File: src/hw/fetch_geom_pkg.sv
package fetch_geom_pkg;

	// fetch address
	localparam int PC_W = 32;

	// one instruction is 40 bits, three of them in a 128-bit line
	localparam int INSN_W = 40;
	localparam int SLOTS = 3;
	localparam int LINE_W = 128;	// top 8 bits unused

	// byte offset inside a 16-byte line
	localparam int LINE_OFS_W = 4;

	// low pc nibble of each slot
	localparam logic [LINE_OFS_W-1:0] SLOT1_OFS = 4'h5;
	localparam logic [LINE_OFS_W-1:0] SLOT2_OFS = 4'hA;

	localparam logic [PC_W-1:0] RESET_PC = 32'h0000_0000;

endpackage
File: src/hw/fetch_seq.sv
`timescale 1ns/10ps

module fetch_seq
	import fetch_geom_pkg::*;
(
	input  logic wclk,
	input  logic rst_i,
	input  logic [LINE_W-1:0] line_i,
	input  logic hit_i,
	input  logic redirect_i,
	input  logic [PC_W-1:0] redirect_pc_i,
	input  logic cack_i,
	output logic [PC_W-1:0] pc_o,
	output logic lookup_o,
	output logic req_o,
	output logic [INSN_W-1:0] insn0_o,
	output logic [INSN_W-1:0] insn1_o,
	output logic [INSN_W-1:0] insn2_o,
	output logic [PC_W-1:0] grp_pc_o
);

logic pc_vld;
logic [PC_W-1:LINE_OFS_W] pc_line;
logic front;	// index of the group offered to the consumer
logic [1:0] grp_vld;
logic [INSN_W-1:0] grp_insn [2][SLOTS];
logic [PC_W-1:0] grp_pc [2];
logic [INSN_W-1:0] slot_insn [SLOTS];
logic ld_sel;
logic load;
logic free_grp;

assign pc_o = {pc_line, {LINE_OFS_W{1'b0}}};
assign lookup_o = pc_vld & !(&grp_vld);

// front first, the other group when the front is taken
assign ld_sel = grp_vld[front] ? ~front : front;
assign load = hit_i & ~redirect_i;
assign free_grp = req_o & cack_i;

always_comb begin
	for (int s = 0; s < SLOTS; s++)
		slot_insn[s] = line_i[s*INSN_W +: INSN_W];
end

always_ff @(posedge wclk) begin
	if (rst_i) begin
		pc_vld <= 1'b0;
		pc_line <= RESET_PC[PC_W-1:LINE_OFS_W];
		front <= 1'b0;
		grp_vld <= '0;
		req_o <= 1'b0;
	end else begin
		pc_vld <= 1'b1;
		if (redirect_i) begin
			pc_line <= redirect_pc_i[PC_W-1:LINE_OFS_W];	// line base only
			grp_vld <= '0;
		end else begin
			if (free_grp) begin
				grp_vld[front] <= 1'b0;
				front <= ~front;
			end
			if (load) begin
				grp_vld[ld_sel] <= 1'b1;
				pc_line <= pc_line + 1'b1;
			end
		end
		// four-phase: raise only after ack has been seen low
		if (free_grp)
			req_o <= 1'b0;
		else if (!req_o && grp_vld[front] && !cack_i && !redirect_i)
			req_o <= 1'b1;
	end
end

always_ff @(posedge wclk) begin
	if (load) begin
		grp_insn[ld_sel] <= slot_insn;
		grp_pc[ld_sel] <= pc_o;
	end
end

assign insn0_o = grp_insn[front][0];
assign insn1_o = grp_insn[front][1];
assign insn2_o = grp_insn[front][2];
assign grp_pc_o = grp_pc[front];

endmodule

File: config.mk
export PLATFORM = sky130hd
export DESIGN_NAME = fetch_seq
export DESIGN_NICKNAME = d
export VERILOG_FILES = /design/src/hw/fetch_geom_pkg.sv /design/src/hw/fetch_seq.sv
export SDC_FILE = /design/constraint.sdc
export NUM_CORES = 1
export LEC_CHECK = 0
export BUFFER_PORTS_ARGS = -buffer_cell sky130_fd_sc_hd__buf_2
export CAP_MARGIN = 20
export CORE_UTILIZATION = 36
export CTS_CLUSTER_DIAMETER = 100
export DETAILED_ROUTE_END_ITERATION = 6
export GPL_ROUTABILITY_DRIVEN = 0
export REMOVE_ABC_BUFFERS = 1
export SLEW_MARGIN = 20
export SYNTH_ARGS = -nofsm -noshare
export SYNTH_HDL_FRONTEND = slang
export SYNTH_SLANG_ARGS = --single-unit
File: constraint.sdc
create_clock -name wclk -period 11.5 [get_ports wclk]
set_input_delay 2.3 -clock wclk [delete_from_list [all_inputs] [get_ports wclk]]
set_output_delay 2.3 -clock wclk [all_outputs]
set_load 0.1 [all_outputs]
==> summary.txt, run 1 <==
First-pass GRT wire length - 42.02 mm
Clock Latency Late Sink - 0.51 ns
Critical R2R Launch - front
Avg Inst Size Synth - 17.81 µm²
Initial antenna violation count - 0
Sinks on Clock Net - 330
Initial drt markers - 460
Number of enable flip-flop cells after synthesis - 296
Total number of vias - 7437
Yosys cell types - 53
Leakage - 0.005893 µW
Initial Utilization - 0.3656
Vias in the first global route - 7280
Drt first pass iters - 4
Max Freq - 197.3 MHz
Clock skew - 0.01649 ns
Area contributors post-synth - edfxtp_1 70%, mux2_2 13%, dfxtp_1 5.4%
Top post-synthesis cells by count - 296 x edfxtp_1, 148 x mux2_2, 34 x dfxtp_1
VDD IR max - 104.7 µV
Crit Path Max Fanout - 52
Critical Path RT - 9.20 ns
Detail Route Antenna Nets - 0
Critical Path AT - 2.77 ns
Max Cap Violations - 0
Nature of the critical path startpoint - flop
Crit-path slowest cell - dfxtp_4
Final Max Tran Viols - 0
IO Pins - 351
Synth async-reset ratio - 0
Place WS - 6.770 ns
Count leader, synth - edfxtp_1
Drt drc - 0
DIE WIDTH - 189.3 µm
Sequential area share after synthesis - 0.7577
Dpl hpwl - 17.89 mm
Setup WS post-layout - 6.432 ns
Clock buffer depth - 3
Post-synth top area cell - edfxtp_1
Final Critical Period - 5.068 ns
Crit path capture type - output port
Worst-Margin Slew - 1.001 ns
Worst path cell trace - buf_4, mux2_2, buf_2
CTS tree - done
DRT Wirelength - 28.07 mm
RSZ-0062 raised after global routing - false
Worst rel slew slack - 0.3327
HP Class - reg2reg
Hold Buf Count CTS - 0
CTS root buf - clkbuf_16
Outcome - finished, final reports clean
Core area - 34540 µm²
H-tree Lvls - 2
Seq cells post-synth - 330
Layout cell share with drive strength beyond 1 - 0.5028
Crit Path Category - reg2out
Largest net degree at the start of global routing - 70
# rows - 68
Fin. Hold Viols - 0
Die Footprint - 35830 µm²
Hold Crit Start - req_o
Final Cycle Share - 0.4407
Via/cell ratio - 4.832
Critical Path Max Stage Delay - 0.72 ns
Top-area cell type share of the netlist area - 0.7038
CTS clk-pin slew, worst paths - 0.06 ns
Final nets - 1222
Synthesis-to-layout area growth - 26.06%
Top FF cell, synth - edfxtp_1
Mapped cell area - 12630 µm²
Pwr Total - 2853 µW
I/O Buffers - 330
Final setup fails - 0
GR Util All Layers - 0.1521
CTS Buf Count - 37
Post-Syn Instances - 709
Setup TNS Final - 0 ns
Chip height - 189.3 µm
DR WL/cell - 18.24 µm
Cts repair resizes - 0
Gr ovfl total - 0
Synth Warn # - 0
Pwr Density - 179.2 nW/µm²
Setup Fix Bufs, Post-CTS - 0
-- critical path: cells and delay by family (launching register included) --
family,cells,cell delay (ns)
buffers and inverters,2,1.16
DFF,1,0.72
muxes,1,0.30
-- cell usage in the layout (no fill, tap or decap), drive strengths merged, types with 3 or more instances in the layout --
master,n
mux2,148
o21ai,8
o21a,3
nand3,7
a21oi,9
dfxtp,34
xnor2,7
a2111oi,4
a211oi,9
buf,337
clkbuf,48
xor2,4
or3,3
nand2b,5
nor4,11
clkinv,17
nand4,14
conb,8
nor2,24
inv,9
a311oi,4
nand2,24
nor3,5
and3,7
bufinv,3
edfxtp,296
o221ai,3
and4,6
-- cell type report --
cell class | instances | area [µm²]
well taps | 455 | 569.3
fillers | 3127 | 18620
flip-flops and latches | 330 | 9573
diodes | 2 | 5.005
multi-input cells | 338 | 2854
inverters | 11 | 41.29
clock buffers | 47 | 993.5
clock inverters | 18 | 155.1
repair buffers | 338 | 1729
-- sequential cells by signal, indices dropped and copies added, names as in the netlist, named ones only --
signal and count:
front 1, pc_vld 1, pc_line 28, req_o 1, grp_insn 240, grp_vld 2
grp_pc 56
-- cell families (layout without fill, tap and decap cells) --
logic type | count (synthesis) | in the layout | share of synthesized area
adder cells (fa/ha/maj) | 1 | 1 | 0.0009905
other | 1 | 10 | 0.0002969
flip-flops | 330 | 330 | 0.7577
AO/OA/AOI/OAI | 54 | 54 | 0.03141
buffers and inverters | 48 | 414 | 0.01962
multiplexers | 149 | 149 | 0.1328
AND/OR/NAND/NOR | 115 | 115 | 0.04963
XOR/XNOR | 11 | 11 | 0.007628
-- through the flow --
step	utilization	hold WS [ns]	cells	instance area [µm²]
after detailed placement	0.4268	0.5130	1471	14740
after CTS	0.4600	0.5228	1536	15890
after floorplan	-	0.5657	679	12450
after global routing	0.4607	0.5554	1537	15920
final	0.4609	0.5226	1539	15920
after global placement	0.4268	0.5118	1471	14740
-- worst paths after layout --
kind | cells past startpoint | slack [ns] | end
worst min-delay path | 2 | 0.52 | req_o
worst max register to register | 3 | 8.90 | grp_insn[0][84]
worst max-delay path | 3 | 6.43 | grp_pc_o[13]
worst min register to register | 2 | 0.52 | req_o
-- layer usage --
metal | global-route usage | share of wire | wire length (µm) | vias to the layer above
met5 | 0 | 0 | 0 | -
met4 | 0.04125 | 0.018 | 502 | 0
met3 | 0.04560 | 0.084 | 2355 | 47
met2 | 0.2564 | 0.49 | 13770 | 306
met1 | 0.1893 | 0.41 | 11440 | 3611
li1 | - | - | - | 3473
-- power breakdown --
group	leakage (µW)	internal [µW]	total [µW]	switching (µW)
Combinational	0.00231	64.4	360	296
Clock	0.000568	675	1120	449
Sequential	0.00301	1350	1370	20.7
Total	0.00589	2090	2850	765
No activity file was read; power rests on OpenSTA's default activity.
==> inputs of run 2 (changes only) <==
--- a/config.mk
+++ b/config.mk
@@ -5,6 +5,7 @@
 export SDC_FILE = /design/constraint.sdc
 export NUM_CORES = 1
 export LEC_CHECK = 0
+export ABC_AREA = 1
 export BUFFER_PORTS_ARGS = -buffer_cell sky130_fd_sc_hd__buf_2
 export CAP_MARGIN = 20
 export CORE_UTILIZATION = 36
==> constraint.sdc (replaced) <==
create_clock -name wclk -period 5.3 [get_ports wclk]
set_input_delay 1.06 -clock wclk [delete_from_list [all_inputs] [get_ports wclk]]
set_output_delay 1.06 -clock wclk [all_outputs]
set_load 0.1 [all_outputs]
==> run 2 against run 1 <==
Clock power rose by 110%. Non-clock buffer count up 1. Utilization grew 0.23 points. Design area rose by 1.2%. Synthesized cell count grew 12%. Flip-flop and latch count stayed put. Critical endpoint is now insn0_o[17]. Sequential power rose by 120%. Die area grew 1.4%. Synthesized area up 1.4%.
==> summary.txt, run 2 <==
Max Cap Violations - 0 (unchanged)
Cts repair resizes - 0 (unchanged)
Crit Path Max Fanout - 45 (was 52)
CTS root buf - clkbuf_16 (unchanged)
Final nets - 1313 (was 1222)
Final Cycle Share - 0.6749
HP Class - reg2reg (unchanged)
Top FF cell, synth - edfxtp_1 (unchanged)
Initial Utilization - 0.3679 (was 0.3656)
First-pass GRT wire length - 43.22 mm (was 42.02 mm)
CP top delay family - buffers and inverters (unchanged)
GR Util All Layers - 0.1547 (was 0.1521)
Sinks on Clock Net - 330 (unchanged)
Critical Path Max Stage Delay - 0.63 ns (was 0.72 ns)
Hold depth - 2 (unchanged)
Crit-path slowest cell - dfxtp_4 (unchanged)
Die Footprint - 36320 µm² (was 35830 µm²)
Total number of vias - 7662 (was 7437)
Seq cells post-synth - 330 (unchanged)
Post-synth top area cell - edfxtp_1 (unchanged)
Critical Path RT - 4.24 ns (was 9.20 ns)
VDD IR max - 324.1 µV (was 104.7 µV)
CTS Buf Count - 37 (unchanged)
Max Freq - 279.6 MHz
Chip height - 190.6 µm (was 189.3 µm)
Fillers - 3179 (was 3127)
Drt drc - 0 (unchanged)
Final Max Tran Viols - 0 (unchanged)
R2R depth - 5 (was 3)
Drt first pass iters - 6 (was 4)
Min-Delay Endpoint - grp_vld[1] (was req_o)
Yosys cell types - 31 (was 53)
# rows - 68 (unchanged)
Gr ovfl total - 0 (unchanged)
Via/cell ratio - 4.695 (was 4.832)
Outcome - finished, final reports clean (unchanged)
DIE WIDTH - 190.6 µm (was 189.3 µm)
Buf/Inv on CP - 2 (unchanged)
Synthesis-to-layout area growth - 25.89% (was 26.06%)
Initial antenna violation count - 9 (was 0)
Sequential area share after synthesis - 0.7475 (was 0.7577)
H-tree Lvls - 2 (unchanged)
Clock skew - 0.009523 ns (was 0.01649 ns)
Setup Fix Bufs, Post-CTS - 0 (unchanged)
Final setup fails - 0 (unchanged)
Finished Layout Cells - 1632 (was 1539)
Max reg flops - 240 (unchanged)
Worst rel slew slack - 0.4757 (was 0.3327)
Pwr Density - 378.8 nW/µm² (was 179.2 nW/µm²)
DRT Wirelength - 28.71 mm (was 28.07 mm)
Vias in the first global route - 7810 (was 7280)
Top-area cell type share of the netlist area - 0.6943 (was 0.7038)
Synth Warn # - 0 (unchanged)
Worst path cell trace - buf_4, mux2_2, buf_2 (unchanged)
Reg2reg end - grp_insn[0][43] (was grp_insn[0][84])
I/O Buffers - 330 (unchanged)
Placed cells - 1563 (was 1471)
Reg with most FFs - grp_insn (unchanged)
Area contributors post-synth - edfxtp_1 69%, mux2_2 13%, dfxtp_1 5.3% (was edfxtp_1 70%, mux2_2 13%, dfxtp_1 5.4%)
Final Critical Period - 3.577 ns
Critical R2R Launch - front (unchanged)
Fin. Hold Viols - 0 (unchanged)
Crit path capture type - output port (unchanged)
Clock Latency Late Sink - 0.53 ns (was 0.51 ns)
Nature of the critical path startpoint - flop (unchanged)
Mapped cell area - 12800 µm² (was 12630 µm²)
Commonest non-fill, non-tap cell in the layout - buf_2 (unchanged)
Dpl hpwl - 19.21 mm (was 17.89 mm)
Layout cell share with drive strength beyond 1 - 0.4718 (was 0.5028)
DR WL/cell - 17.59 µm (was 18.24 µm)
CTS clk-pin slew, worst paths - 0.05 ns (was 0.06 ns)
Setup WS post-layout - 1.723 ns (was 6.432 ns)
Worst-Margin Slew - 0.7856 ns (was 1.001 ns)
Place WS - 1.879 ns (was 6.770 ns)
Crit Path Category - reg2out (unchanged)
Number of enable flip-flop cells after synthesis - 296 (unchanged)
Avg Inst Size Synth - 16.08 µm² (was 17.81 µm²)
Setup TNS Final - 0 ns (unchanged)
Count leader, synth - edfxtp_1 (unchanged)
Regs by FF count - grp_insn x240, grp_pc x56, pc_line x28 (unchanged)
Leakage - 0.005974 µW (was 0.005893 µW)
IO Pins - 351 (unchanged)
Initial drt markers - 399 (was 460)
Hold Buf Count CTS - 0 (unchanged)
Largest net degree at the start of global routing - 75 (was 70)
Synth async-reset ratio - 0 (unchanged)
Detail Route Antenna Nets - 0 (unchanged)
Clock buffer depth - 3 (unchanged)
Hold Crit Start - grp_vld[1] (was req_o)
Post-Syn Instances - 796 (was 709)
CTS tree - done (unchanged)
Core area - 34800 µm² (was 34540 µm²)
Most frequent cells in the layout - 330 x buf_2, 296 x edfxtp_1, 148 x mux2_2 (unchanged)
RSZ-0062 raised after global routing - false (unchanged)
Critical Path AT - 2.52 ns (was 2.77 ns)
Top post-synthesis cells by count - 296 x edfxtp_1, 148 x mux2_2, 104 x nand2_1 (was 296 x edfxtp_1, 148 x mux2_2, 34 x dfxtp_1)
Internal reg-to-reg setup slack - 2.91 ns (was 8.90 ns)
## run 2: changes by cell type after synthesis, moves of 10 or more
cell      before  now
nand3_1        7   17
a21oi_1        9   27
nor4_1        11    0
a22oi_1        0   21
nand2_1       24  104
inv_1         10   30
buf_2          2   20
nand4_1       12    1
clkbuf_1      18    5
## run 2: cell type report
class / count / area (µm²) / area share
Sequential cell: 330 / 9573 / 0.5940
Multi-Input combinational cell: 408 / 2975 / 0.1846
Timing Repair Buffer: 339 / 1769 / 0.1098
Clock buffer: 49 / 1001 / 0.06211
Tap cell: 455 / 569.3 / 0.03532
Inverter: 31 / 116.4 / 0.007220
Clock inverter: 15 / 100.1 / 0.006211
Antenna cell: 5 / 12.51 / 0.0007763
## run 2: cells by family after synthesis
group                    Yosys count  share of synthesized area
flip-flops                       330                     0.7475
AND/OR/NAND/NOR                  173                    0.05796
multiplexers                     148                     0.1302
AO/OA/AOI/OAI                     65                    0.03088
buffers and inverters             65                    0.02336
XOR/XNOR                          13                   0.008894
adder cells (fa/ha/maj)            1                  0.0009772
other                              1                  0.0002929
## run 2: worst max path at each step
| stage | startpoint | end | slack [ns] | cells past startpoint |
|---|---|---|---|---|
| final | flop | insn0_o[17] | 1.72 | 3 |
| after global routing | flop | insn0_o[8] | 1.58 | 3 |
| after CTS | flop | insn0_o[17] | 1.65 | 3 |
| after detailed placement | redirect_i | grp_insn[0][37] | 1.88 | 5 |
| after global placement | redirect_i | grp_insn[0][86] | 1.92 | 5 |
| after floorplan | redirect_i | grp_insn[0][0] | -2.87 | 3 |
## run 2: worst register-to-register path, stage by stage, from the launching register on
cell and delay, ns:
dfxtp_1 0.42, nor2_1 0.07, a21oi_1 0.30, inv_1 0.13, nor2_4 0.42, buf_4 0.66
## run 2: through the flow
step	hold WS [ns]	area [µm²]	power, µW	util
3_3_place_gp	0.4755	15000	3802	0.4311
3_5_place_dp	0.4872	15000	3814	0.4311
4_1_cts	0.4949	16100	6197	0.4628
2_1_floorplan	0.4605	12650	3634	-
5_1_grt	0.5191	16110	6309	0.4629
6_report	0.4941	16120	6105	0.4631
## run 2: power by group
| group | leakage (µW) | internal [µW] | switching [µW] | total (µW) |
|---|---|---|---|---|
| combinational | 0.00243 | 142 | 647 | 789 |
| sequential | 0.00301 | 2920 | 41.9 | 2970 |
| clock | 0.000536 | 1370 | 979 | 2350 |
| total | 0.00597 | 4440 | 1670 | 6110 |
## run 2: routing by layer
layer,share of wire,up-vias,wire length [µm],track usage
li1,-,3636,-,-
met1,0.41,3662,11710,0.1878
met2,0.47,292,13430,0.2529
met3,0.10,60,2895,0.06128
met4,0.020,12,585,0.04523
met5,0.0030,-,86,0
