### src/hw/cache_geom_pkg.sv
package cache_geom_pkg;

	localparam int BUS_W = 32;
	localparam int WORDS_PER_LINE = 4;

	// 512 lines of 16 bytes, direct mapped
	localparam int INDEX_W = 9;
	localparam int INDEX_LSB = 4;

	// address bits 31:13
	localparam int TAG_LSB = 13;
	localparam int TAG_W = 19;

endpackage

### src/hw/line_refill.sv
`timescale 1ns/10ps

module line_refill
	import cache_geom_pkg::*;
(
	input  logic wclk,
	input  logic rst_i,
	input  logic miss_i,
	input  logic [TAG_LSB+TAG_W-1:0] miss_pc_i,
	input  logic ack_i,
	output logic cyc_o,
	output logic stb_o,
	output logic [TAG_LSB+TAG_W-1:0] adr_o,
	output logic fill_we_o,
	output logic tag_clr_o,
	output logic [INDEX_W-1:0] clr_idx_o
);

typedef enum logic [1:0] {
	ST_INIT,	// one settle cycle out of reset
	ST_SWEEP,
	ST_IDLE,
	ST_FILL
} state_t;

state_t state;
logic [INDEX_W-1:0] clr_cnt;
logic [TAG_LSB+TAG_W-1:INDEX_LSB] line_q;
logic [$clog2(WORDS_PER_LINE)-1:0] word_q;
logic last_word;

assign last_word = 32'(word_q) == WORDS_PER_LINE - 1;

// stb stays up across the line, the address steps on every ack
assign cyc_o = (state == ST_FILL);
assign stb_o = (state == ST_FILL);
assign adr_o = {line_q, word_q, 2'b00};
assign fill_we_o = stb_o & ack_i;

assign tag_clr_o = (state == ST_SWEEP);
assign clr_idx_o = clr_cnt;

always_ff @(posedge wclk) begin
	if (rst_i) begin
		state <= ST_INIT;
		clr_cnt <= '0;
		word_q <= '0;
	end else begin
		case (state)
		ST_INIT:
			state <= ST_SWEEP;
		ST_SWEEP: begin
			clr_cnt <= clr_cnt + 1'b1;
			if (&clr_cnt)	// index 511 cleared this cycle
				state <= ST_IDLE;
		end
		ST_IDLE:
			if (miss_i) begin
				state <= ST_FILL;
				word_q <= '0;
			end
		ST_FILL:
			if (ack_i) begin
				word_q <= word_q + 1'b1;
				if (last_word)
					state <= ST_IDLE;
			end
		default:
			state <= ST_INIT;
		endcase
	end
end

// missed line base, held for the whole burst
always_ff @(posedge wclk) begin
	if (state == ST_IDLE && miss_i)
		line_q <= miss_pc_i[TAG_LSB+TAG_W-1:INDEX_LSB];
end

endmodule

### config.mk
export PLATFORM = sky130hd
export DESIGN_NAME = line_refill
export DESIGN_NICKNAME = d
export VERILOG_FILES = /design/src/hw/cache_geom_pkg.sv /design/src/hw/line_refill.sv
export SDC_FILE = /design/constraint.sdc
export NUM_CORES = 1
export LEC_CHECK = 0
export ABC_CLOCK_PERIOD_IN_PS = 4400
export CELL_PAD_IN_SITES_DETAIL_PLACEMENT = 1
export CELL_PAD_IN_SITES_GLOBAL_PLACEMENT = 2
export CORE_MARGIN = 5
export CORE_UTILIZATION = 39
export DETAILED_ROUTE_END_ITERATION = 8
export DONT_BUFFER_PORTS = 1
export PLACE_DENSITY_LB_ADDON = 0.2
export SYNTH_ARGS = -nofsm -noshare
export SYNTH_HDL_FRONTEND = slang
export SYNTH_SLANG_ARGS = --single-unit
### constraint.sdc
create_clock -name wclk -period 4.4 [get_ports wclk]
set_clock_uncertainty 0.05 [all_clocks]
set_input_delay 0.44 -clock wclk [delete_from_list [all_inputs] [get_ports wclk]]
set_output_delay 0.44 -clock wclk [all_outputs]
set_load 0.05 [all_outputs]
==> summary.md, run 1 <==
| Metric | Value |
|---|---|
| Tightest Pin Transition | 1.18 ns |
| Number of rows in the core area | 22 |
| Synth top area share | 0.560 |
| Util after Layout | 0.435 |
| Die Y | 72.1 um |
| Type of origin of the critical path | flop |
| Worst IR drop on VDD | 0.140 mV |
| Multiplexer fraction of the synthesized cell area | 0.0133 |
| Avg Cell Area, Syn | 14.0 um^2 |
| Crit Reg-Reg Startpoint | state[1] |
| Die extent in x | 72.1 um |
| Clock latency reported for the late side of the worst-skew pair | 0.28 ns |
| Part of the cycle the worst path needs | 0.483 |
| Buffering stage count on the worst path with inverters included | 0 |
| Max-slew headroom | 0.217 |
| Endpoint of the most critical register-to-register path | line_q[9] |
| Vias per Instance | 5.36 |
| Average wire per cell in the routed design | 18.8 um |
| Number of enable flip-flop cells after synthesis | 28 |
| Largest buffer count on any clock path | 2 |
| HP Class | in -> reg |
| Net count of the finished layout | 147 |
| Drt first pass iters | 2 |
| Hold buffers post-CTS | 0 |
| Worst-path cell with the longest stage delay | sky130_fd_sc_hd__and2_1 |
| Category of the worst setup path capture point | output port |
| Port-buffer cells | 0 |
| Root buffer cell | sky130_fd_sc_hd__clkbuf_8 |
| Number of cells traversed by the worst hold path | 1 |
| Power density of the placed cells | 416 nW/um^2 |
| Pins over their slew limit | 0 |
| Number of cells on the worst reg-to-reg path | 1 |
| Result of the run | complete, no violations |
| Longest individual stage delay on the worst path | 0.83 ns |
| Shortest period the worst path allows | 2.13 ns |
| Number of antenna violations at the first check in global routing | 0 |
| Arithmetic-cell share of the synthesized area counting full adders, half adders and majority gates | 0.0250 |
| CP Data Required Time | 3.91 ns |
| Synth area leader | sky130_fd_sc_hd__edfxtp_1 |
| Total Neg Setup Slack | 0 ns |
| Most instantiated cells after synthesis | sky130_fd_sc_hd__edfxtp_1 (28), sky130_fd_sc_hd__dfxtp_1 (13), sky130_fd_sc_hd__a21oi_1 (8), sky130_fd_sc_hd__nor2_1 (7), sky130_fd_sc_hd__o21ai_0 (7) |
| Post-cts sizing count | 0 |
| Initial Utilization | 0.407 |
| Maxcap violations | 0 |
| Fraction of the mapped netlist area in simple logic gates | 0.115 |
| Fraction of synthesis flops using an asynchronous set or reset pin | 0 |
| Synth top area cells | sky130_fd_sc_hd__edfxtp_1 (56%), sky130_fd_sc_hd__dfxtp_1 (17%), sky130_fd_sc_hd__a21oi_1 (2.7%), sky130_fd_sc_hd__ha_1 (2.5%), sky130_fd_sc_hd__o21ai_0 (2.3%) |
| Worst hold start | rst_i |
| Post-synthesis cell area | 1500 um^2 |
| Setup repair after global routing missed its margin | false |
| Data arrival time at the worst-slack endpoint | 1.64 ns |
| Full die area | 5190 um^2 |
| Gpl congestion | 0.661 |
| Proportion of layout cells with a drive suffix above 1 | 0.0550 |
| Worst Hold Endpoint | clr_idx_o[7] |
| Count of final hold-check violations | 0 |
| Total length of routed wires | 2960 um |
| DRC violation total after the first TritonRoute iteration | 47 |
| Gate Count Post-Synth | 107 |
| Family with the most delay on the worst path | simple AND/OR/NAND/NOR gates |
| Antenna viol nets, final | 0 |
| Number of H-tree levels | 2 |
| Slack of the worst reg-to-reg path | 2.46 ns |
| Number of register bits inferred by synthesis | 41 |
| Post-synthesis sequential area ratio | 0.733 |
| Synth warn | 0 |
| Number of inserted diodes | 0 |
| Buffer count from post-CTS setup fixing | 0 |
| Post-synth cell types | 27 |
| Synthesized-area fraction occupied by ao, oa, aoi and oai cells | 0.0649 |
| Number of top-level design ports | 81 |
| First-pass GRT wire length | 4330 um |
| Synth Area in XOR/XNOR | 0.0117 |
| Highest Clock Rate | 470 MHz |
| Highest fanout seen on the critical path | 13 |
| Synth Flop Type | sky130_fd_sc_hd__edfxtp_1 |
| Clock buffers created by TritonCTS | 5 |
| Aggregate global routing overflow | 0 |
| Leakage power figure | 0.000534 uW |
| Clk pin slew, worst setup/hold paths | 0.07 ns |
| Pin count of the biggest net entering global routing | 29 |
| Via total after detailed routing | 842 |
| GR Util All Layers | 0.114 |
| Post-detailed-placement half-perimeter wirelength | 2230 um |
| Class of the most critical setup path | reg -> out |
| Dominant combinational cell family by area after synthesis | simple AND/OR/NAND/NOR gates |
| Number of global-route vias before repair | 775 |
| Clk sinks | 41 |
| Library cell with the highest instance count after synthesis | sky130_fd_sc_hd__edfxtp_1 |
| Cells traversed along the worst timing path | and2_1 |
| Area Overhead vs Synth | 6.83% |
| Clock tree from TritonCTS | done |
| Remaining routing DRC violations | 0 |
| Number of endpoints failing setup at the final stage | 0 |
| Floorplan core area | 3690 um^2 |
==> how the worst max path moves through the flow <==
stage                     cells after the start         end      from  slack (ns)
after global placement                        1  line_q[17]  state[1]        2.50
after detailed placement                      1  line_q[17]  state[1]        2.45
after CTS                                     1       cyc_o  state[0]        2.25
final                                         1       stb_o  state[0]        2.27
after floorplan                               3       stb_o  state[0]        2.57
after global routing                          1       stb_o  state[0]        2.16
==> through the flow <==
stage | worst slack (ns) | area (um^2) | hold WS, ns | std cells | power (uW)
after floorplan | 2.57 | 1510 | 0.459 | 108 | 447
after global placement | 2.50 | 1520 | 0.461 | 149 | 446
after detailed placement | 2.45 | 1520 | 0.464 | 149 | 446
after CTS | 2.25 | 1610 | 0.154 | 157 | 679
after global routing | 2.16 | 1610 | 0.142 | 157 | 705
final | 2.27 | 1610 | 0.165 | 157 | 668
==> logic make-up (layout without fill, tap and decap cells) <==
family | Yosys count | after routing
DFF | 41 | 41
and+or+nand+nor | 31 | 31
AOI/OAI and AO/OA | 18 | 18
buffers and inverters | 9 | 10
adders and majority gates | 3 | 3
xor gates and xnor gates | 2 | 2
muxes | 2 | 2
other | 1 | 2
==> power by group <==
group | internal, uW | leakage [uW] | switching, uW | total (uW)
Clock | 110 | 0.0000388 | 121 | 231
Sequential | 413 | 0.000357 | 11.3 | 425
Combinational | 3.24 | 0.000138 | 9.37 | 12.6
Total | 526 | 0.000534 | 142 | 668
==> registers in the layout (all words and copies together), names as in the netlist <==
| name | count |
|---|---|
| state | 2 |
| word_q | 2 |
| line_q | 28 |
| clr_idx_o | 9 |
==> placed cells by master, fill, tap and decap left out, drive strengths merged, types with 2 or more instances in the layout <==
cell    instances
nand3           4
and3b           2
nor2            7
o21ai           7
nand2           4
xor2            2
and3            2
conb            2
dfxtp          13
clkbuf          6
nor2b           2
mux2i           2
ha              3
o31ai           2
a21oi           8
edfxtp         28
or3             3
or4             2
inv             2
==> layer usage <==
layer / up-vias / global-route usage / wire, um
li1: 387 / - / -
met1: 402 / 0.124 / 1210
met2: 46 / 0.179 / 1430
met3: 7 / 0.0665 / 276
met4: 0 / 0.0501 / 42
met5: - / 0 / 0
==> area by class of cell <==
class / instances / area [um^2]
Tap cell: 48 / 60.1
Clock buffer: 6 / 72.6
Clock inverter: 2 / 11.3
Multi-Input combinational cell: 58 / 353
Inverter: 2 / 7.51
Sequential cell: 41 / 1100
Fill cell: 386 / 2080
Power figures use the tool's default switching activity.
==> inputs of run 2 (changes only) <==
ABC_CLOCK_PERIOD_IN_PS = 2200   (was 4400)
CORE_UTILIZATION = 37   (was 39)
clock period = 2.2 ns   (was 4.4 ns; I/O delays follow)
==> summary.md, run 2 (synthesis results as in run 1) <==
| Metric | Value |
|---|---|
| Post-cts sizing count | 0 (unchanged) |
| Die extent in x | 73.7 um (+2.3%) |
| Number of endpoints failing setup at the final stage | 0 (unchanged) |
| Final Non-Filler Cells | 200 (+27%) |
| Area Overhead vs Synth | 33.8% |
| Pin count of the biggest net entering global routing | 29 (unchanged) |
| Post-detailed-placement half-perimeter wirelength | 2490 um (+12%) |
| Total length of routed met3 wires | 409 um (+48%) |
| Floorplan core area | 3970 um^2 (+7.7%) |
| Gpl congestion | 0.685 (+3.7%) |
| Initial Utilization | 0.378 (-0.0290) |
| Flip-flop count of the largest register, all copies and words added | 28 (unchanged) |
| Total length of routed wires | 3550 um (+20%) |
| Number of inserted diodes | 0 (unchanged) |
| Total length of routed met2 wires | 1710 um (+20%) |
| WL met1 | 1410 um (+17%) |
| Most common cell after layout, fill and taps aside | sky130_fd_sc_hd__dlygate4sd3_1 |
| Via total after detailed routing | 985 (+17%) |
| Number of H-tree levels | 2 (unchanged) |
| DRC violation total after the first TritonRoute iteration | 35 (-26%) |
| Number of rows in the core area | 23 (+4.5%) |
| Data arrival time at the worst-slack endpoint | 1.58 ns (-0.06 ns) |
| Number of top-level design ports | 81 (unchanged) |
| Vias per Instance | 4.93 (-8.2%) |
| Count of final hold-check violations | 0 (unchanged) |
| Leakage power figure | 0.000734 uW (+37%) |
| Setup repair after global routing missed its margin | false |
| Proportion of layout cells with a drive suffix above 1 | 0.120 (+0.0650) |
| Aggregate global routing overflow | 0 (unchanged) |
| Tightest Pin Transition | 0.580 ns (-0.595 ns) |
| Average wire per cell in the routed design | 17.8 um (-5.7%) |
| Post-placement cell area | 1610 um^2 (+6.1%) |
| Type of origin of the critical path | flop |
| Antenna viol nets, final | 0 (unchanged) |
| Remaining routing DRC violations | 0 (unchanged) |
| Top layer reached by signal wires | met4 |
| Maxcap violations | 0 (unchanged) |
| Longest individual stage delay on the worst path | 0.54 ns (-0.29 ns) |
| Total Neg Setup Slack | 0 ns (unchanged) |
| Die Y | 73.7 um (+2.3%) |
| Power density of the placed cells | 745 nW/um^2 (+79%) |
| GR Util All Layers | 0.128 (+0.0142) |
| Part of the cycle the worst path needs | 0.843 |
| Number of global-route vias before repair | 1022 (+32%) |
| Post-Place Cells | 163 (+9.4%) |
| Largest buffer count on any clock path | 2 (unchanged) |
| Highest Clock Rate | 539 MHz |
| Number of antenna violations at the first check in global routing | 0 (unchanged) |
| Post-route design area | 2010 um^2 (+25%) |
| Clock tree from TritonCTS | done |
| Shortest period the worst path allows | 1.85 ns |
| Class of the most critical setup path | reg -> out |
| Port-buffer cells | 0 (unchanged) |
| Pins over their slew limit | 0 (unchanged) |
| Clk pin slew, worst setup/hold paths | 0.07 ns (about the same) |
| Family with the most delay on the worst path | flip-flops |
| Buffer count from post-CTS setup fixing | 0 (unchanged) |
| HP Class | in -> reg |
| Cells traversed along the worst timing path | nand2b_1, inv_1 |
| Clk sinks | 41 (unchanged) |
| Drt first pass iters | 4 (+2) |
| CP Data Required Time | 1.93 ns (-1.98 ns) |
| Largest Register | line_q |
| Clock buffers created by TritonCTS | 5 (unchanged) |
| Full die area | 5440 um^2 (+4.7%) |
| Worst-path cell with the longest stage delay | sky130_fd_sc_hd__dfxtp_1 |
| Worst IR drop on VDD | 0.317 mV (+130%) |
| Most frequent cells in the layout | sky130_fd_sc_hd__dlygate4sd3_1 (29), sky130_fd_sc_hd__edfxtp_1 (28), sky130_fd_sc_hd__dfxtp_1 (13) |
| Root buffer cell | sky130_fd_sc_hd__clkbuf_8 |
| Max-slew headroom | 0.613 (+0.396) |
| Net count of the finished layout | 188 (+28%) |
| First-pass GRT wire length | 5300 um (+22%) |
| Hold buffers post-CTS | 29 (+29) |
| Category of the worst setup path capture point | output port |
| Buffering stage count on the worst path with inverters included | 1 (+1) |
| Highest fanout seen on the critical path | 13 (unchanged) |
| Clock latency reported for the late side of the worst-skew pair | 0.28 ns (about the same) |
| Result of the run | complete, no violations |
[run 2: cell count changes in the layout (fill, tap and decap cells not counted), sizes merged]
cell / change
buf: +12
bufinv: +1
clkinvlp: -1
dlygate4sd3: +29
[run 2: metrics by stage]
stage	util	worst slack [ns]	total power [uW]	hold slack (ns)
after floorplan	-	0.451	895	0.239
after global placement	0.406	0.532	898	0.242
after detailed placement	0.406	0.500	898	0.245
after CTS	0.506	0.323	1520	0.122
after global routing	0.506	0.190	1570	0.156
final	0.506	0.346	1500	0.137
[run 2: path summary, 6_finish.rpt]
check / startpoint / endpoint / slack [ns] / cells after the start
hold reg to reg: clr_idx_o[3] / clr_idx_o[3] / 0.46 / 2
hold / removal: ack_i / state[0] / 0.14 / 3
setup / recovery: state[0] / tag_clr_o / 0.35 / 2
setup reg to reg: state[0] / clr_idx_o[5] / 0.49 / 3
[run 2: worst reg2reg max path: stages, from the launching register on]
cell and delay (ns):
sky130_fd_sc_hd__dfxtp_1 0.54, sky130_fd_sc_hd__nand2b_1 0.33, sky130_fd_sc_hd__or4_1 0.58, sky130_fd_sc_hd__a21oi_1 0.15
[run 2: cell type report]
cell class	count	area (um^2)
Fill cell	406	1960
Clock buffer	6	72.6
Inverter	2	7.51
Timing Repair Buffer	41	380
Tap cell	50	62.6
Sequential cell	41	1100
Clock inverter	2	33.8
Multi-Input combinational cell	58	353
[run 2: report_power, final]
group	leakage [uW]	total (uW)	switching [uW]	internal, uW
clock	0.0000528	571	236	335
sequential	0.000357	831	5.34	826
combinational	0.000324	95.2	49.4	45.8
[run 2: per-layer routing]
| metal | track usage | vias up |
|---|---|---|
| met2 | 0.216 | 55 |
| li1 | - | 470 |
| met1 | 0.144 | 458 |
| met3 | 0.0575 | 2 |
| met4 | 0.0423 | 0 |
| met5 | 0 | - |
==> inputs of run 3 (changes only) <==
ABC_AREA = 1   (was unset)
ABC_CLOCK_PERIOD_IN_PS = 1750   (was 2200)
CORE_UTILIZATION = 35   (was 37)
clock period = 1.75 ns   (was 2.2 ns; I/O delays follow)
==> summary.md, run 3 <==
| Metric | Value |
|---|---|
| GR Util All Layers | 0.132 (+0.00407) |
| Post-synth cell types | 19 (-30%) |
| Worst IR drop on VDD | 0.308 mV (-2.7%) |
| Full die area | 5640 um^2 (+3.8%) |
| Class of the most critical setup path | reg -> out |
| Post-route design area | 2020 um^2 (+0.68%) |
| Clk pin slew, worst setup/hold paths | 0.08 ns (about the same) |
| Count of final hold-check violations | 0 (unchanged) |
| Most common cell after layout, fill and taps aside | sky130_fd_sc_hd__dlygate4sd3_1 |
| Highest fanout seen on the critical path | 8 (-5) |
| Number of cells on the worst reg-to-reg path | 6 (+3) |
| Post-synthesis cell area | 1480 um^2 (-1.2%) |
| Number of top-level design ports | 81 (unchanged) |
| Maxcap violations | 0 (unchanged) |
| Most frequent cells in the layout | sky130_fd_sc_hd__dlygate4sd3_1 (29), sky130_fd_sc_hd__edfxtp_1 (28), sky130_fd_sc_hd__nand2_1 (19), sky130_fd_sc_hd__nor2_1 (19), sky130_fd_sc_hd__buf_4 (14) |
| Flip-flop count of the largest register, all copies and words added | 28 (unchanged) |
| Number of global-route vias before repair | 1106 (+8.2%) |
| Synth top area share | 0.567 (+0.00708) |
| Pin count of the biggest net entering global routing | 29 (unchanged) |
| Gpl congestion | 0.688 (+0.42%) |
| Clock latency reported for the late side of the worst-skew pair | 0.28 ns (about the same) |
| Floorplan core area | 4060 um^2 (+2.2%) |
| Setup repair after global routing missed its margin | false |
| Count of filler cells inserted in the layout | 430 (+5.9%) |
| Number of cells traversed by the worst hold path | 2 (-1) |
| Highest Clock Rate | 640 MHz |
| Port-buffer cells | 0 (unchanged) |
| Avg Cell Area, Syn | 12.3 um^2 (-13%) |
| Shortest period the worst path allows | 1.56 ns |
| Remaining routing DRC violations | 0 (unchanged) |
| Average wire per cell in the routed design | 17.0 um (-4.3%) |
| Net count of the finished layout | 208 (+11%) |
| Result of the run | complete, no violations |
| Worst slack on hold paths | 0.0206 ns (-0.116 ns) |
| Clock tree from TritonCTS | done |
| Leakage power figure | 0.000807 uW (+9.9%) |
| Aggregate global routing overflow | 0 (unchanged) |
| Synth area leader | sky130_fd_sc_hd__edfxtp_1 |
| Gate Count Post-Synth | 121 (+13%) |
| Synth top area cells | sky130_fd_sc_hd__edfxtp_1 (57%), sky130_fd_sc_hd__dfxtp_1 (18%), sky130_fd_sc_hd__nand2_1 (4.8%), sky130_fd_sc_hd__nor2_1 (4.8%), sky130_fd_sc_hd__ha_1 (2.5%) |
| Post-detailed-placement half-perimeter wirelength | 2660 um (+6.8%) |
| Type of origin of the critical path | flop |
| Post-synthesis sequential area ratio | 0.742 (+0.00927) |
| Vias per Instance | 4.74 (-3.7%) |
| Post-cts sizing count | 0 (unchanged) |
| Pins over their slew limit | 0 (unchanged) |
| Number of antenna violations at the first check in global routing | 0 (unchanged) |
| Clk sinks | 41 (unchanged) |
| Via total after detailed routing | 1043 (+5.9%) |
| Library cell with the highest instance count after synthesis | sky130_fd_sc_hd__edfxtp_1 |
| Most instantiated cells after synthesis | sky130_fd_sc_hd__edfxtp_1 (28), sky130_fd_sc_hd__nand2_1 (19), sky130_fd_sc_hd__nor2_1 (19), sky130_fd_sc_hd__dfxtp_1 (13), sky130_fd_sc_hd__inv_1 (9) |
| Synth Flop Type | sky130_fd_sc_hd__edfxtp_1 |
| Number of inserted diodes | 0 (unchanged) |
| Number of H-tree levels | 2 (unchanged) |
| Total Neg Setup Slack | 0 ns (unchanged) |
| Proportion of layout cells with a drive suffix above 1 | 0.153 (+0.0329) |
| DRC violation total after the first TritonRoute iteration | 25 (-29%) |
| Largest Register | line_q |
| Total length of routed wires | 3740 um (+5.2%) |
| Die extent in x | 75.1 um (+1.9%) |
| Initial Utilization | 0.366 (-0.0127) |
| Power density of the placed cells | 878 nW/um^2 (+18%) |
| Category of the worst setup path capture point | output port |
| Synth warn | 0 (unchanged) |
| Clock buffers created by TritonCTS | 5 (unchanged) |
| Area Overhead vs Synth | 36.4% |
| Largest buffer count on any clock path | 2 (unchanged) |
| Post-placement cell area | 1650 um^2 (+2.1%) |
| Part of the cycle the worst path needs | 0.893 |
| Fraction of synthesis flops using an asynchronous set or reset pin | 0 (unchanged) |
| Number of enable flip-flop cells after synthesis | 28 (unchanged) |
| Number of register bits inferred by synthesis | 41 (unchanged) |
| Number of endpoints failing setup at the final stage | 0 (unchanged) |
| Number of rows in the core area | 23 (unchanged) |
| Die Y | 75.1 um (+1.9%) |
| CP Data Required Time | 1.52 ns (-0.41 ns) |
| HP Class | in -> reg |
| Antenna viol nets, final | 0 (unchanged) |
| First-pass GRT wire length | 5530 um (+4.4%) |
| Drt first pass iters | 4 (unchanged) |
| Data arrival time at the worst-slack endpoint | 1.34 ns (-0.24 ns) |
| Root buffer cell | sky130_fd_sc_hd__clkbuf_8 |
-- run 3: cell families after synthesis --
kind of cell	share of synthesized area
flip-flops	0.742
AO/OA/AOI/OAI	0.0472
AND/OR/NAND/NOR	0.139
other	0.00253
buffers and inverters	0.0438
adder cells (fa/ha/maj)	0.0253
-- run 3: metrics by stage --
stage	util	instances	total power [uW]	worst slack (ns)
final	0.499	220	1780	0.187
after global routing	0.499	220	1860	0.103
after CTS	0.499	220	1800	0.147
after detailed placement	0.406	183	1150	0.334
after global placement	0.406	183	1150	0.326
after floorplan	-	122	1130	0.0635
-- run 3: routing by layer --
metal	GRT usage	wire length, um	vias up
met5	0	0	-
met4	0.0534	45	0
met3	0.0467	467	5
met2	0.239	1840	51
met1	0.139	1390	488
li1	-	-	499
-- run 3: layout make-up --
cell class              instances  area [um^2]  share of cell area
clock inverters                 3         17.5             0.00865
clock buffers                   5         68.8              0.0340
repair buffers                 44          415               0.205
flip-flops and latches         41         1100               0.544
multi-input cells              67          322               0.159
well taps                      50         62.6              0.0309
inverters                      10         37.5              0.0185
-- run 3: critical path, stage by stage, from the launching register on --
cell                      delay (ns)
sky130_fd_sc_hd__dfxtp_1        0.44
sky130_fd_sc_hd__inv_1          0.09
sky130_fd_sc_hd__nor2_2         0.26
sky130_fd_sc_hd__buf_4          0.26
-- run 3: final timing paths --
check	endpoint	start	slack, ns
setup reg to reg	clr_idx_o[8]	clr_idx_o[0]	0.37
setup / recovery	tag_clr_o	state[0]	0.19
hold reg to reg	state[1]	state[1]	0.52
hold / removal	state[0]	miss_i	0.02
-- run 3: repair_timing --
action / CTS / global route
hold buffers: 29 / 0
setup buffers: 0 / 0
endpoints found under the hold margin: 30 / 0
-- run 3: power breakdown --
| group | switching (uW) | leakage, uW | internal (uW) |
|---|---|---|---|
| Sequential | 5.43 | 0.000357 | 1040 |
| Clock | 323 | 0.0000439 | 275 |
| Combinational | 72.6 | 0.000405 | 61.8 |
| Total | 402 | 0.000807 | 1380 |
